### src/gmii_rx_pkg.sv
// Shared types and constants for the GMII receive front end
// Beat struct, FSM state encodings and Ethernet frame limits

package gmii_rx_pkg;

    //////////////////////////////////////////////////
    // Frame constants
    //////////////////////////////////////////////////

    localparam int GMII_DATA_W = 8;
    localparam int FCS_BYTES   = 4;
    localparam int FRAME_CNT_W = 11;

    localparam logic [GMII_DATA_W-1:0] PREAMBLE_BYTE = 8'h55;
    localparam logic [GMII_DATA_W-1:0] SFD_BYTE      = 8'hD5;

    // Limits exclude the FCS
    localparam logic [FRAME_CNT_W-1:0] MIN_FRAME_BYTES = 11'd60;
    localparam logic [FRAME_CNT_W-1:0] MAX_FRAME_BYTES = 11'd1514;

    //////////////////////////////////////////////////
    // Types
    //////////////////////////////////////////////////

    // One GMII byte time
    typedef struct packed {
        logic                   dv;
        logic                   er;
        logic [GMII_DATA_W-1:0] data;
    } gmii_beat_t;

    typedef enum logic [2:0] {
        PRE_IDLE,
        PRE_FIRST,
        PRE_HUNT,
        PRE_PASS,
        PRE_DROP
    } preamble_state_t;

    typedef enum logic [1:0] {
        LEN_IDLE,
        LEN_PASS,
        LEN_PAD,
        LEN_DISCARD
    } length_state_t;

endpackage

### src/gmii_fcs_strip.sv
// GMII input register and FCS removal
// Four-byte delay line that never releases the trailing check sequence

module gmii_fcs_strip (
    input  logic                                clk,
    input  logic                                rst_n,
    input  logic                                rx_dv,
    input  logic                                rx_er,
    input  logic [gmii_rx_pkg::GMII_DATA_W-1:0] rxd,
    output gmii_rx_pkg::gmii_beat_t             fcs_beat
);
    import gmii_rx_pkg::*;

    gmii_beat_t                       in_q;
    gmii_beat_t                       line [FCS_BYTES];
    logic                             dv_q;
    logic                             frame_end;
    logic                             line_full;
    logic                             out_dv;
    logic [$clog2(FCS_BYTES+1)-1:0]   fill;

    assign frame_end = dv_q && !in_q.dv;
    assign line_full = (fill == FCS_BYTES);

    //////////////////////////////////////////////////
    // Input register and fill tracking
    //////////////////////////////////////////////////

    always_ff @(posedge clk or negedge rst_n) begin
        if (!rst_n) begin
            in_q <= '0;
            dv_q <= 1'b0;
            fill <= '0;
        end else begin
            in_q.dv   <= rx_dv;
            in_q.er   <= rx_er;
            in_q.data <= rxd;
            dv_q      <= in_q.dv;
            if (frame_end) begin
                fill <= '0;
            end else if (in_q.dv && !line_full) begin
                fill <= fill + 1'b1;
            end
        end
    end

    //////////////////////////////////////////////////
    // Delay line
    //////////////////////////////////////////////////

    always_ff @(posedge clk) begin
        if (frame_end) begin
            // Held FCS bytes are flushed here
            for (int i = 0; i < FCS_BYTES; i++) begin
                line[i] <= '0;
            end
        end else begin
            line[0] <= in_q;
            for (int i = 1; i < FCS_BYTES; i++) begin
                line[i] <= line[i-1];
            end
        end
    end

    // Oldest byte leaves only while a later byte of the same frame is still arriving
    assign out_dv = line_full && in_q.dv && line[FCS_BYTES-1].dv;

    assign fcs_beat.dv   = out_dv;
    assign fcs_beat.er   = out_dv && line[FCS_BYTES-1].er;
    assign fcs_beat.data = line[FCS_BYTES-1].data;

endmodule

### src/gmii_frame_length.sv
// Frame length enforcement
// Pads short frames with zero bytes and truncates long ones

module gmii_frame_length (
    input  logic                    clk,
    input  logic                    rst_n,
    input  gmii_rx_pkg::gmii_beat_t in_beat,
    output gmii_rx_pkg::gmii_beat_t out_beat
);
    import gmii_rx_pkg::*;

    length_state_t           state;
    logic [FRAME_CNT_W-1:0]  cnt;
    logic                    dv_q;
    logic                    frame_start;
    logic                    frame_end;
    gmii_beat_t              pad_beat;

    assign frame_start = in_beat.dv && !dv_q;
    assign frame_end   = dv_q && !in_beat.dv;

    assign pad_beat.dv   = 1'b1;
    assign pad_beat.er   = 1'b0;
    assign pad_beat.data = '0;

    //////////////////////////////////////////////////
    // Length FSM
    //////////////////////////////////////////////////

    always_ff @(posedge clk or negedge rst_n) begin
        if (!rst_n) begin
            state    <= LEN_IDLE;
            cnt      <= '0;
            dv_q     <= 1'b0;
            out_beat <= '0;
        end else begin
            dv_q <= in_beat.dv;
            case (state)
                LEN_IDLE: begin
                    // A frame already running is not picked up midway
                    if (frame_start) begin
                        out_beat <= in_beat;
                        cnt      <= 11'd1;
                        state    <= LEN_PASS;
                    end else begin
                        out_beat <= '0;
                        cnt      <= '0;
                    end
                end
                LEN_PASS: begin
                    if (frame_end) begin
                        if (cnt < MIN_FRAME_BYTES) begin
                            // First pad byte follows the last data byte directly
                            out_beat <= pad_beat;
                            cnt      <= cnt + 1'b1;
                            state    <= LEN_PAD;
                        end else begin
                            out_beat <= '0;
                            state    <= LEN_IDLE;
                        end
                    end else if (cnt == MAX_FRAME_BYTES) begin
                        out_beat <= '0;
                        state    <= LEN_DISCARD;
                    end else begin
                        out_beat <= in_beat;
                        cnt      <= cnt + 1'b1;
                    end
                end
                LEN_PAD: begin
                    if (cnt < MIN_FRAME_BYTES) begin
                        out_beat <= pad_beat;
                        cnt      <= cnt + 1'b1;
                    end else begin
                        out_beat <= '0;
                        state    <= LEN_IDLE;
                    end
                end
                LEN_DISCARD: begin
                    out_beat <= '0;
                    if (frame_end) begin
                        state <= LEN_IDLE;
                    end
                end
                default: begin
                    out_beat <= '0;
                    state    <= LEN_IDLE;
                end
            endcase
        end
    end

endmodule

### src/gmii_preamble_check.sv
// Preamble and SFD recognizer
// Strips preamble and delimiter, drops frames with a malformed preamble

module gmii_preamble_check (
    input  logic                    clk,
    input  logic                    rst_n,
    input  gmii_rx_pkg::gmii_beat_t in_beat,
    output gmii_rx_pkg::gmii_beat_t out_beat
);
    import gmii_rx_pkg::*;

    preamble_state_t state;
    preamble_state_t state_nxt;
    logic            dv_q;
    logic            frame_end;
    logic            is_pre;
    logic            is_sfd;

    assign frame_end = dv_q && !in_beat.dv;
    assign is_pre    = (in_beat.data == PREAMBLE_BYTE);
    assign is_sfd    = (in_beat.data == SFD_BYTE);

    //////////////////////////////////////////////////
    // Next state
    //////////////////////////////////////////////////

    always_comb begin
        state_nxt = state;
        case (state)
            // Out of reset wait for an idle line before arming
            PRE_IDLE: begin
                if (!in_beat.dv) begin
                    state_nxt = PRE_FIRST;
                end
            end
            PRE_FIRST: begin
                if (in_beat.dv) begin
                    state_nxt = is_pre ? PRE_HUNT : PRE_DROP;
                end
            end
            PRE_HUNT: begin
                if (frame_end) begin
                    // No delimiter seen
                    state_nxt = PRE_FIRST;
                end else if (in_beat.dv) begin
                    if (is_sfd) begin
                        state_nxt = PRE_PASS;
                    end else if (!is_pre) begin
                        state_nxt = PRE_DROP;
                    end
                end
            end
            PRE_PASS, PRE_DROP: begin
                if (frame_end) begin
                    state_nxt = PRE_FIRST;
                end
            end
            default: begin
                state_nxt = PRE_IDLE;
            end
        endcase
    end

    //////////////////////////////////////////////////
    // State and output registers
    //////////////////////////////////////////////////

    always_ff @(posedge clk or negedge rst_n) begin
        if (!rst_n) begin
            state    <= PRE_IDLE;
            dv_q     <= 1'b0;
            out_beat <= '0;
        end else begin
            state <= state_nxt;
            dv_q  <= in_beat.dv;
            if (state == PRE_PASS && in_beat.dv) begin
                out_beat <= in_beat;
            end else begin
                out_beat <= '0;
            end
        end
    end

endmodule

### src/gmii_rx_frontend.sv
// GMII receive front end top level
// FCS strip, preamble check and length control in series

module gmii_rx_frontend (
    input  logic                                clk,
    input  logic                                rst_n,
    input  logic                                rx_dv,
    input  logic                                rx_er,
    input  logic [gmii_rx_pkg::GMII_DATA_W-1:0] rxd,
    output logic                                out_dv,
    output logic                                out_er,
    output logic [gmii_rx_pkg::GMII_DATA_W-1:0] out_data
);
    import gmii_rx_pkg::*;

    gmii_beat_t fcs_beat;
    gmii_beat_t pre_beat;
    gmii_beat_t len_beat;

    //////////////////////////////////////////////////
    // Stage chain
    //////////////////////////////////////////////////

    gmii_fcs_strip u_fcs_strip (
        .clk      (clk),
        .rst_n    (rst_n),
        .rx_dv    (rx_dv),
        .rx_er    (rx_er),
        .rxd      (rxd),
        .fcs_beat (fcs_beat)
    );

    gmii_preamble_check u_preamble_check (
        .clk      (clk),
        .rst_n    (rst_n),
        .in_beat  (fcs_beat),
        .out_beat (pre_beat)
    );

    gmii_frame_length u_frame_length (
        .clk      (clk),
        .rst_n    (rst_n),
        .in_beat  (pre_beat),
        .out_beat (len_beat)
    );

    assign out_dv   = len_beat.dv;
    assign out_er   = len_beat.er;
    assign out_data = len_beat.data;

endmodule

### config.mk
export PLATFORM = sky130hd
export DESIGN_NAME = gmii_rx_frontend
export DESIGN_NICKNAME = d
export VERILOG_FILES = /design/src/gmii_rx_pkg.sv /design/src/gmii_fcs_strip.sv /design/src/gmii_frame_length.sv /design/src/gmii_preamble_check.sv /design/src/gmii_rx_frontend.sv
export SDC_FILE = /design/constraint.sdc
export NUM_CORES = 1
export LEC_CHECK = 0
export CAP_MARGIN = 20
export CORE_UTILIZATION = 25
export DETAILED_ROUTE_END_ITERATION = 7
export DONT_BUFFER_PORTS = 1
export HOLD_SLACK_MARGIN = 0.12
export PLACE_DENSITY = 0.39
export SKIP_LAST_GASP = 1
export SYNTH_ARGS = -nofsm -noshare
export SYNTH_HDL_FRONTEND = slang
export SYNTH_SLANG_ARGS = --single-unit
### constraint.sdc
create_clock -name clk -period 3.7 [get_ports clk]
set_clock_uncertainty 0.05 [all_clocks]
set_input_delay 0.37 -clock clk [delete_from_list [all_inputs] [get_ports clk]]
set_output_delay 0.37 -clock clk [all_outputs]
set_load 0.01 [all_outputs]
Word level (Yosys, flattened, before mapping) --
Memories as Yosys holds them, arrays and structs flattened. Cells that the tools add are included. W data, S select, Z words.
Word-level totals: memories kept 1, memory bits (writable) 40, register bits after elaboration 52, input port bits 12
Cells by class: reduce and logical (&&, ||, !) cells 22, $add $sub $neg 2, magnitude comparators 1, equality and inequality tests 21, bitwise gates (word level) 4, muxes and demuxes 36
Memory list:
- u_fcs_strip.line | depth 4, width 10, read ports 4, clocked after Yosys merged registers in 0, wr ports 4, RTL line gmii_fcs_strip.sv:15 | gmii_beat_t line [FCS_BYTES];
Operators with widths (count):
- $mux W10 | 9
- $pmux W10 S4 | 1
- $mux W11 | 3
- $pmux W11 S3 | 1
- $mux W3 | 10
- $mux W2 | 6
- $pmux W3 S4 | 1
- $add A11 B1 Y11 const B | 1
- $eq A11 B11 Y1 const B | 1
- $lt A11 B6 Y1 const B | 1
- $logic_and A1 B1 Y1 | 9
- $eq A8 B7 Y1 const B | 1
- $eq A8 B8 Y1 const B | 1
- $pmux W2 S4 | 1
- $eq A3 B2 Y1 const B | 2
- $eq A3 B3 Y1 const B | 2
- $ne A2 B1 Y1 const B | 3
- $ne A2 B2 Y1 const B | 3
- $ne A3 B2 Y1 const B | 2
- $logic_not A1 Y1 | 5
- $reduce_and A5 Y1 | 1
- $eq A2 B2 Y1 const B | 2
- $mux W1 | 4
- $ne A4 B3 Y1 const B | 1
- 12 further kinds | 15

Depth between registers and ports, before layout --
depth in word-level cells 7, gate-level depth with buffers 8, mapped depth without buffers 7

Hierarchy --
Synthesis repeated with hierarchy kept, for this count alone.
Unflattened totals: cells, all modules 327, area total of the unflattened synthesis 3661.0 um2
By module, submodules not included:
- gmii_fcs_strip | sequential area each 1151.1 um2, instances 1, area an instance 1666.6 um2, cells each 126
- gmii_frame_length | sequential area each 600.6 um2, instances 1, area an instance 1323.8 um2, cells each 143
- gmii_preamble_check | sequential area each 350.3 um2, instances 1, area an instance 670.6 um2, cells each 58

Worst setup path before layout --
No wires, ideal clock.
path type reg-to-reg, from register u_frame_length.state[0], to register u_frame_length.cnt[8], setup slack 1775 ps, period minus slack after synthesis 1925 ps, setup time 77 ps, arrival 1798 ps, stages on the path, launching flop included 8, data required time 3573 ps, buffers on the path 0, path through dfrtp_1 inv_1 ha_1 or2b_2 nor4b_1 and2_1 a31oi_1 a21oi_1
On the way: cells in the longest elaborated chain, start to end 3, elaborated cells on any way between the ends 7, those cells by class 3 x eq/ne; 1 x mux; 3 x reduce/logical
Ends and longest elaborated chain:
- start: declaration | RTL line gmii_frame_length.sv:12 | length_state_t state;
- start signal: assignment | RTL line gmii_frame_length.sv:32 | state <= LEN_IDLE;
- start signal: assignment | RTL line gmii_frame_length.sv:44 | state <= LEN_PASS;
- start signal: assignment | RTL line gmii_frame_length.sv:56 | state <= LEN_PAD;
- $eq A2 B1 Y1, or another cell as far along | RTL line gmii_frame_length.sv:38 | case (state)
- $ne A3 B2 Y1 (no line) / $reduce_bool A3 Y1 (equally long branches)
- $reduce_and A2 Y1 (no line)
- end signal: assignment | RTL line gmii_frame_length.sv:55 | cnt <= cnt + 1'b1;
- end signal: assignment | RTL line gmii_frame_length.sv:66 | cnt <= cnt + 1'b1;
- end signal: assignment | RTL line gmii_frame_length.sv:72 | cnt <= cnt + 1'b1;
- end: declaration | RTL line gmii_frame_length.sv:13 | logic [FRAME_CNT_W-1:0] cnt;
Several ways; a longest one is shown, not always the timed one. A chain may end at the register's enable or synchronous reset.

Worst setup path after layout --
from register u_frame_length.state[1], to register u_frame_length.cnt[10]
The elaborated chain is that of the path after synthesis.

==> impl_metrics.env <==
export IMPL_synthTopCellsByCount="58 x and2_1, 52 x dfrtp_1, 40 x dfxtp_1"
export IMPL_synth_compound_area_share_pct=12.13
export IMPL_firstDrtPassIters=4
export IMPL_p_per_area_mw_per_mm2=526.8
export IMPL_portBuffers=0
export IMPL_worst_pin_slew_ps=598.1
export IMPL_multi_input_area_sq_mm=0.001334
export IMPL_routedWlPerCell_microns=11.43
export IMPL_path_clk_slew_ps=60
export IMPL_synthMuxAreaShare_pct=1.170
export IMPL_synth_main_ff_cell="dfrtp_1"
export IMPL_finalCritPeriodShare_pct=60.12
export IMPL_grt_pass1_wl_microns=10700
export IMPL_initial_core_util_pct=25.52
export IMPL_fin_tns_setup_ps=0
export IMPL_synth_area_per_cell_sq_um=11.17
export IMPL_max_freq_ghz=0.4496
export IMPL_cts_made_buffers=9
export IMPL_synth_seq_cells=92
export IMPL_grt_max_degree=53
export IMPL_nFillCells=1414
export IMPL_syn_to_final_growth_pct=18.16
export IMPL_slew_headroom_pct=60.04
export IMPL_min_period_ps=2224
export IMPL_met1_length_microns=2993
export IMPL_drv_cap=0
export IMPL_antenna_found_initial=0
export IMPL_ir_drop_mv=0.2460
export IMPL_timing_rr_end="u_frame_length.cnt[10]$_DFFE_PN0P_"
export IMPL_yosysMostFrequentCell="and2_1"
export IMPL_grt_total_usage_pct=9.569
export IMPL_drive_above_1_share_pct=9.254
export IMPL_postCtsSetupRepairBufs=0
export IMPL_timing_rr_start="u_frame_length.state[1]$_DFFE_PN0P_"
export IMPL_yosys_area_top_type="dfrtp_1"
export IMPL_wl_met2_microns=2452
export IMPL_cts_tree="built"
export IMPL_route_detailed_drc=0
export IMPL_top_layer="met4"
export IMPL_synth_top_family_by_area="simple AND/OR/NAND/NOR gates"
export IMPL_dp_cells=486
export IMPL_synth_top_cell_area_share_pct=36.88
export IMPL_diodes=0
export IMPL_num_vias=2184
export IMPL_static_leakage_power_nw=1.752
export IMPL_synthTopCellsByArea="dfrtp_1 37%, dfxtp_1 23%, and2_1 10%, ha_1 2.8%, a21oi_1 2.4%"
export IMPL_clk_insertion_delay_late_ps=340
export IMPL_overflow=0
export IMPL_final_cells=515
export IMPL_cts_num_sinks=92
export IMPL_end_kind="register"
export IMPL_cp_start_kind="register"
export IMPL_synth_xor_area_share_pct=0
export IMPL_ys_seq_area_share_pct=59.57
export IMPL_hp_start="u_fcs_strip.line[0][8]$_SDFF_PP0_"
export IMPL_min_path_type="reg2reg"
export IMPL_synth_adder_area_share_pct=2.837
export IMPL_placementRows=43
export IMPL_synth_edff_count=0
export IMPL_synth_distinct_cells=54
export IMPL_root_buffer="clkbuf_16"
export IMPL_die_area_sq_mm=0.01459
export IMPL_drt_iter0_markers=127
export IMPL_final_nets=350
export IMPL_seq_area_sq_mm=0.002102
export IMPL_whs_path_depth=1
export IMPL_die_y_microns=120.8
export IMPL_drt_total_wl_microns=5884
export IMPL_routabilityCongestion=0.8226
export IMPL_routed_via_density=4.241
export IMPL_crit_arrival_ps=2440
export IMPL_ioPinCount=22
export IMPL_synth_simple_area_share_pct=21.67
export IMPL_hold_viol_final=0
export IMPL_rsz0062_at_grt="false"
export IMPL_route_met3_wl_microns=293
export IMPL_die_x_microns=120.8
export IMPL_yosys_warnings=0
export IMPL_r2r_cells=7
export IMPL_synth_fp_nets=336
export IMPL_dp_hpwl_microns=3820
export IMPL_r2r_slack_ps=1480
export IMPL_clockBufferDepth=2
export IMPL_cts_htree_levels=3
export IMPL_ant_nets=0
export IMPL_outcome="completed"
export IMPL_worstHoldEndpoint="u_fcs_strip.line[1][8]$_SDFF_PP0_"
export IMPL_grt_pass1_vias=2178
export IMPL_syn_area_sq_mm=0.003528
export IMPL_core_area_sq_mm=0.01383
export IMPL_synth_cells=316
export IMPL_crit_path_max_fanout=5
export IMPL_synthArstFlopShare_pct=56.52
export IMPL_finalSetupViolations=0
export IMPL_critPathKind="reg2reg"
export IMPL_slew_viol_final=0
export IMPL_required_ps=3910
==> cells in the final DEF, fill, tap and decap left out, types with 2 or more instances in the layout <==
cell           synthesis  layout
a211oi_1               2       2
a21oi_1               17      17
a22oi_1                2       2
a31oi_1                6       6
a41oi_1                5       5
and2_1                58      58
and3_1                 3       3
clkbuf_16              0       9
dfrtp_1               52      52
dfxtp_1               40      40
dlygate4sd3_1          0      11
ha_1                   8       8
inv_1                 13      13
inv_4                  0       2
mux2i_1                3       3
nand2_1               13      13
nand2b_1               3       3
nand3_1                4       4
nand4_1                3       3
nand4b_1               2       2
nor2_1                15      15
nor2b_1                3       3
nor3_1                 6       6
o211ai_1               3       3
o21a_1                 2       2
o21ai_0               11      11
o31ai_1                3       3
==> layer usage <==
metal | up-vias | track usage (%)
met1 | 1019 | 12.34
li1 | 1111 | -
met3 | 12 | 3.396
met4 | 0 | 6.096
met2 | 42 | 13.47
met5 | - | 0
==> what timing repair did <==
item,in CTS,in global routing
hold buffers,12,0
resized for setup,0,0
hold endpoints to repair,62,0
==> where the power goes <==
part,switching (W),internal [W],total [W],leakage (nW)
Combinational,0.0000866,0.0000845,0.000171,0.579
Sequential,0.0000459,0.00106,0.00110,1.03
Clock,0.000391,0.000531,0.000922,0.146
Total,0.000523,0.00167,0.00220,1.75
==> registers in the layout (all words and copies together) (netlist names), 2 cells and up <==
| name | flops |
|---|---|
| u_fcs_strip.fill | 3 |
| u_frame_length.cnt | 11 |
| u_preamble_check.state | 3 |
| u_frame_length.state | 2 |
| u_fcs_strip.in_q | 10 |
| u_fcs_strip.line | 40 |
| u_frame_length.out_beat | 10 |
| u_preamble_check.out_beat | 10 |
==> worst max-delay path: stages, from the launching register on <==
cell and delay (ps):
dfrtp_1 380, inv_1 90, ha_1 350, or2b_2 340, nor4b_1 480, and2_1 250, a31oi_1 90, a21oi_1 130
==> kinds of logic after synthesis <==
group           after synthesis
mux                           4
flops                        92
simple gates                126
fa+ha+maj                     8
compound gates               62
buf+inv                      24
==> through the flow <==
stage | hold slack [ps] | total power [W] | setup WS (ps) | util (%) | area, sq um
floorplan | 24.41 | 0.001242 | 1775 | - | 3528
global placement | 27.42 | 0.001268 | 1499 | 26.88 | 3717
detailed placement | 27.38 | 0.001271 | 1488 | 26.88 | 3717
CTS | 378.8 | 0.002241 | 1487 | 30.04 | 4154
global route | 391.1 | 0.002319 | 1217 | 30.15 | 4169
finish | 376.5 | 0.002196 | 1476 | 30.15 | 4169
==> layout make-up <==
| type | count | area share [%] |
|---|---|---|
| Clock inverter | 6 | 1.681 |
| Sequential cell | 92 | 50.42 |
| Clock buffer | 10 | 5.492 |
| Tap cell | 180 | 5.402 |
| Multi-Input combinational cell | 200 | 31.99 |
| Timing Repair Buffer | 14 | 3.842 |
| Inverter | 13 | 1.170 |
==> worst max-delay path by stage <==
stage / start / endpoint / cells after the start
floorplan: u_frame_length.state[0]$_DFFE_PN0P_ / u_frame_length.cnt[8]$_DFFE_PN0P_ / 7
global placement: u_frame_length.state[1]$_DFFE_PN0P_ / u_frame_length.cnt[10]$_DFFE_PN0P_ / 7
detailed placement: u_frame_length.state[1]$_DFFE_PN0P_ / u_frame_length.cnt[10]$_DFFE_PN0P_ / 7
CTS: u_frame_length.state[0]$_DFFE_PN0P_ / u_frame_length.cnt[10]$_DFFE_PN0P_ / 7
global route: u_frame_length.state[1]$_DFFE_PN0P_ / u_frame_length.cnt[10]$_DFFE_PN0P_ / 7
finish: u_frame_length.state[1]$_DFFE_PN0P_ / u_frame_length.cnt[10]$_DFFE_PN0P_ / 7
(Power assumes the default switching activity.)
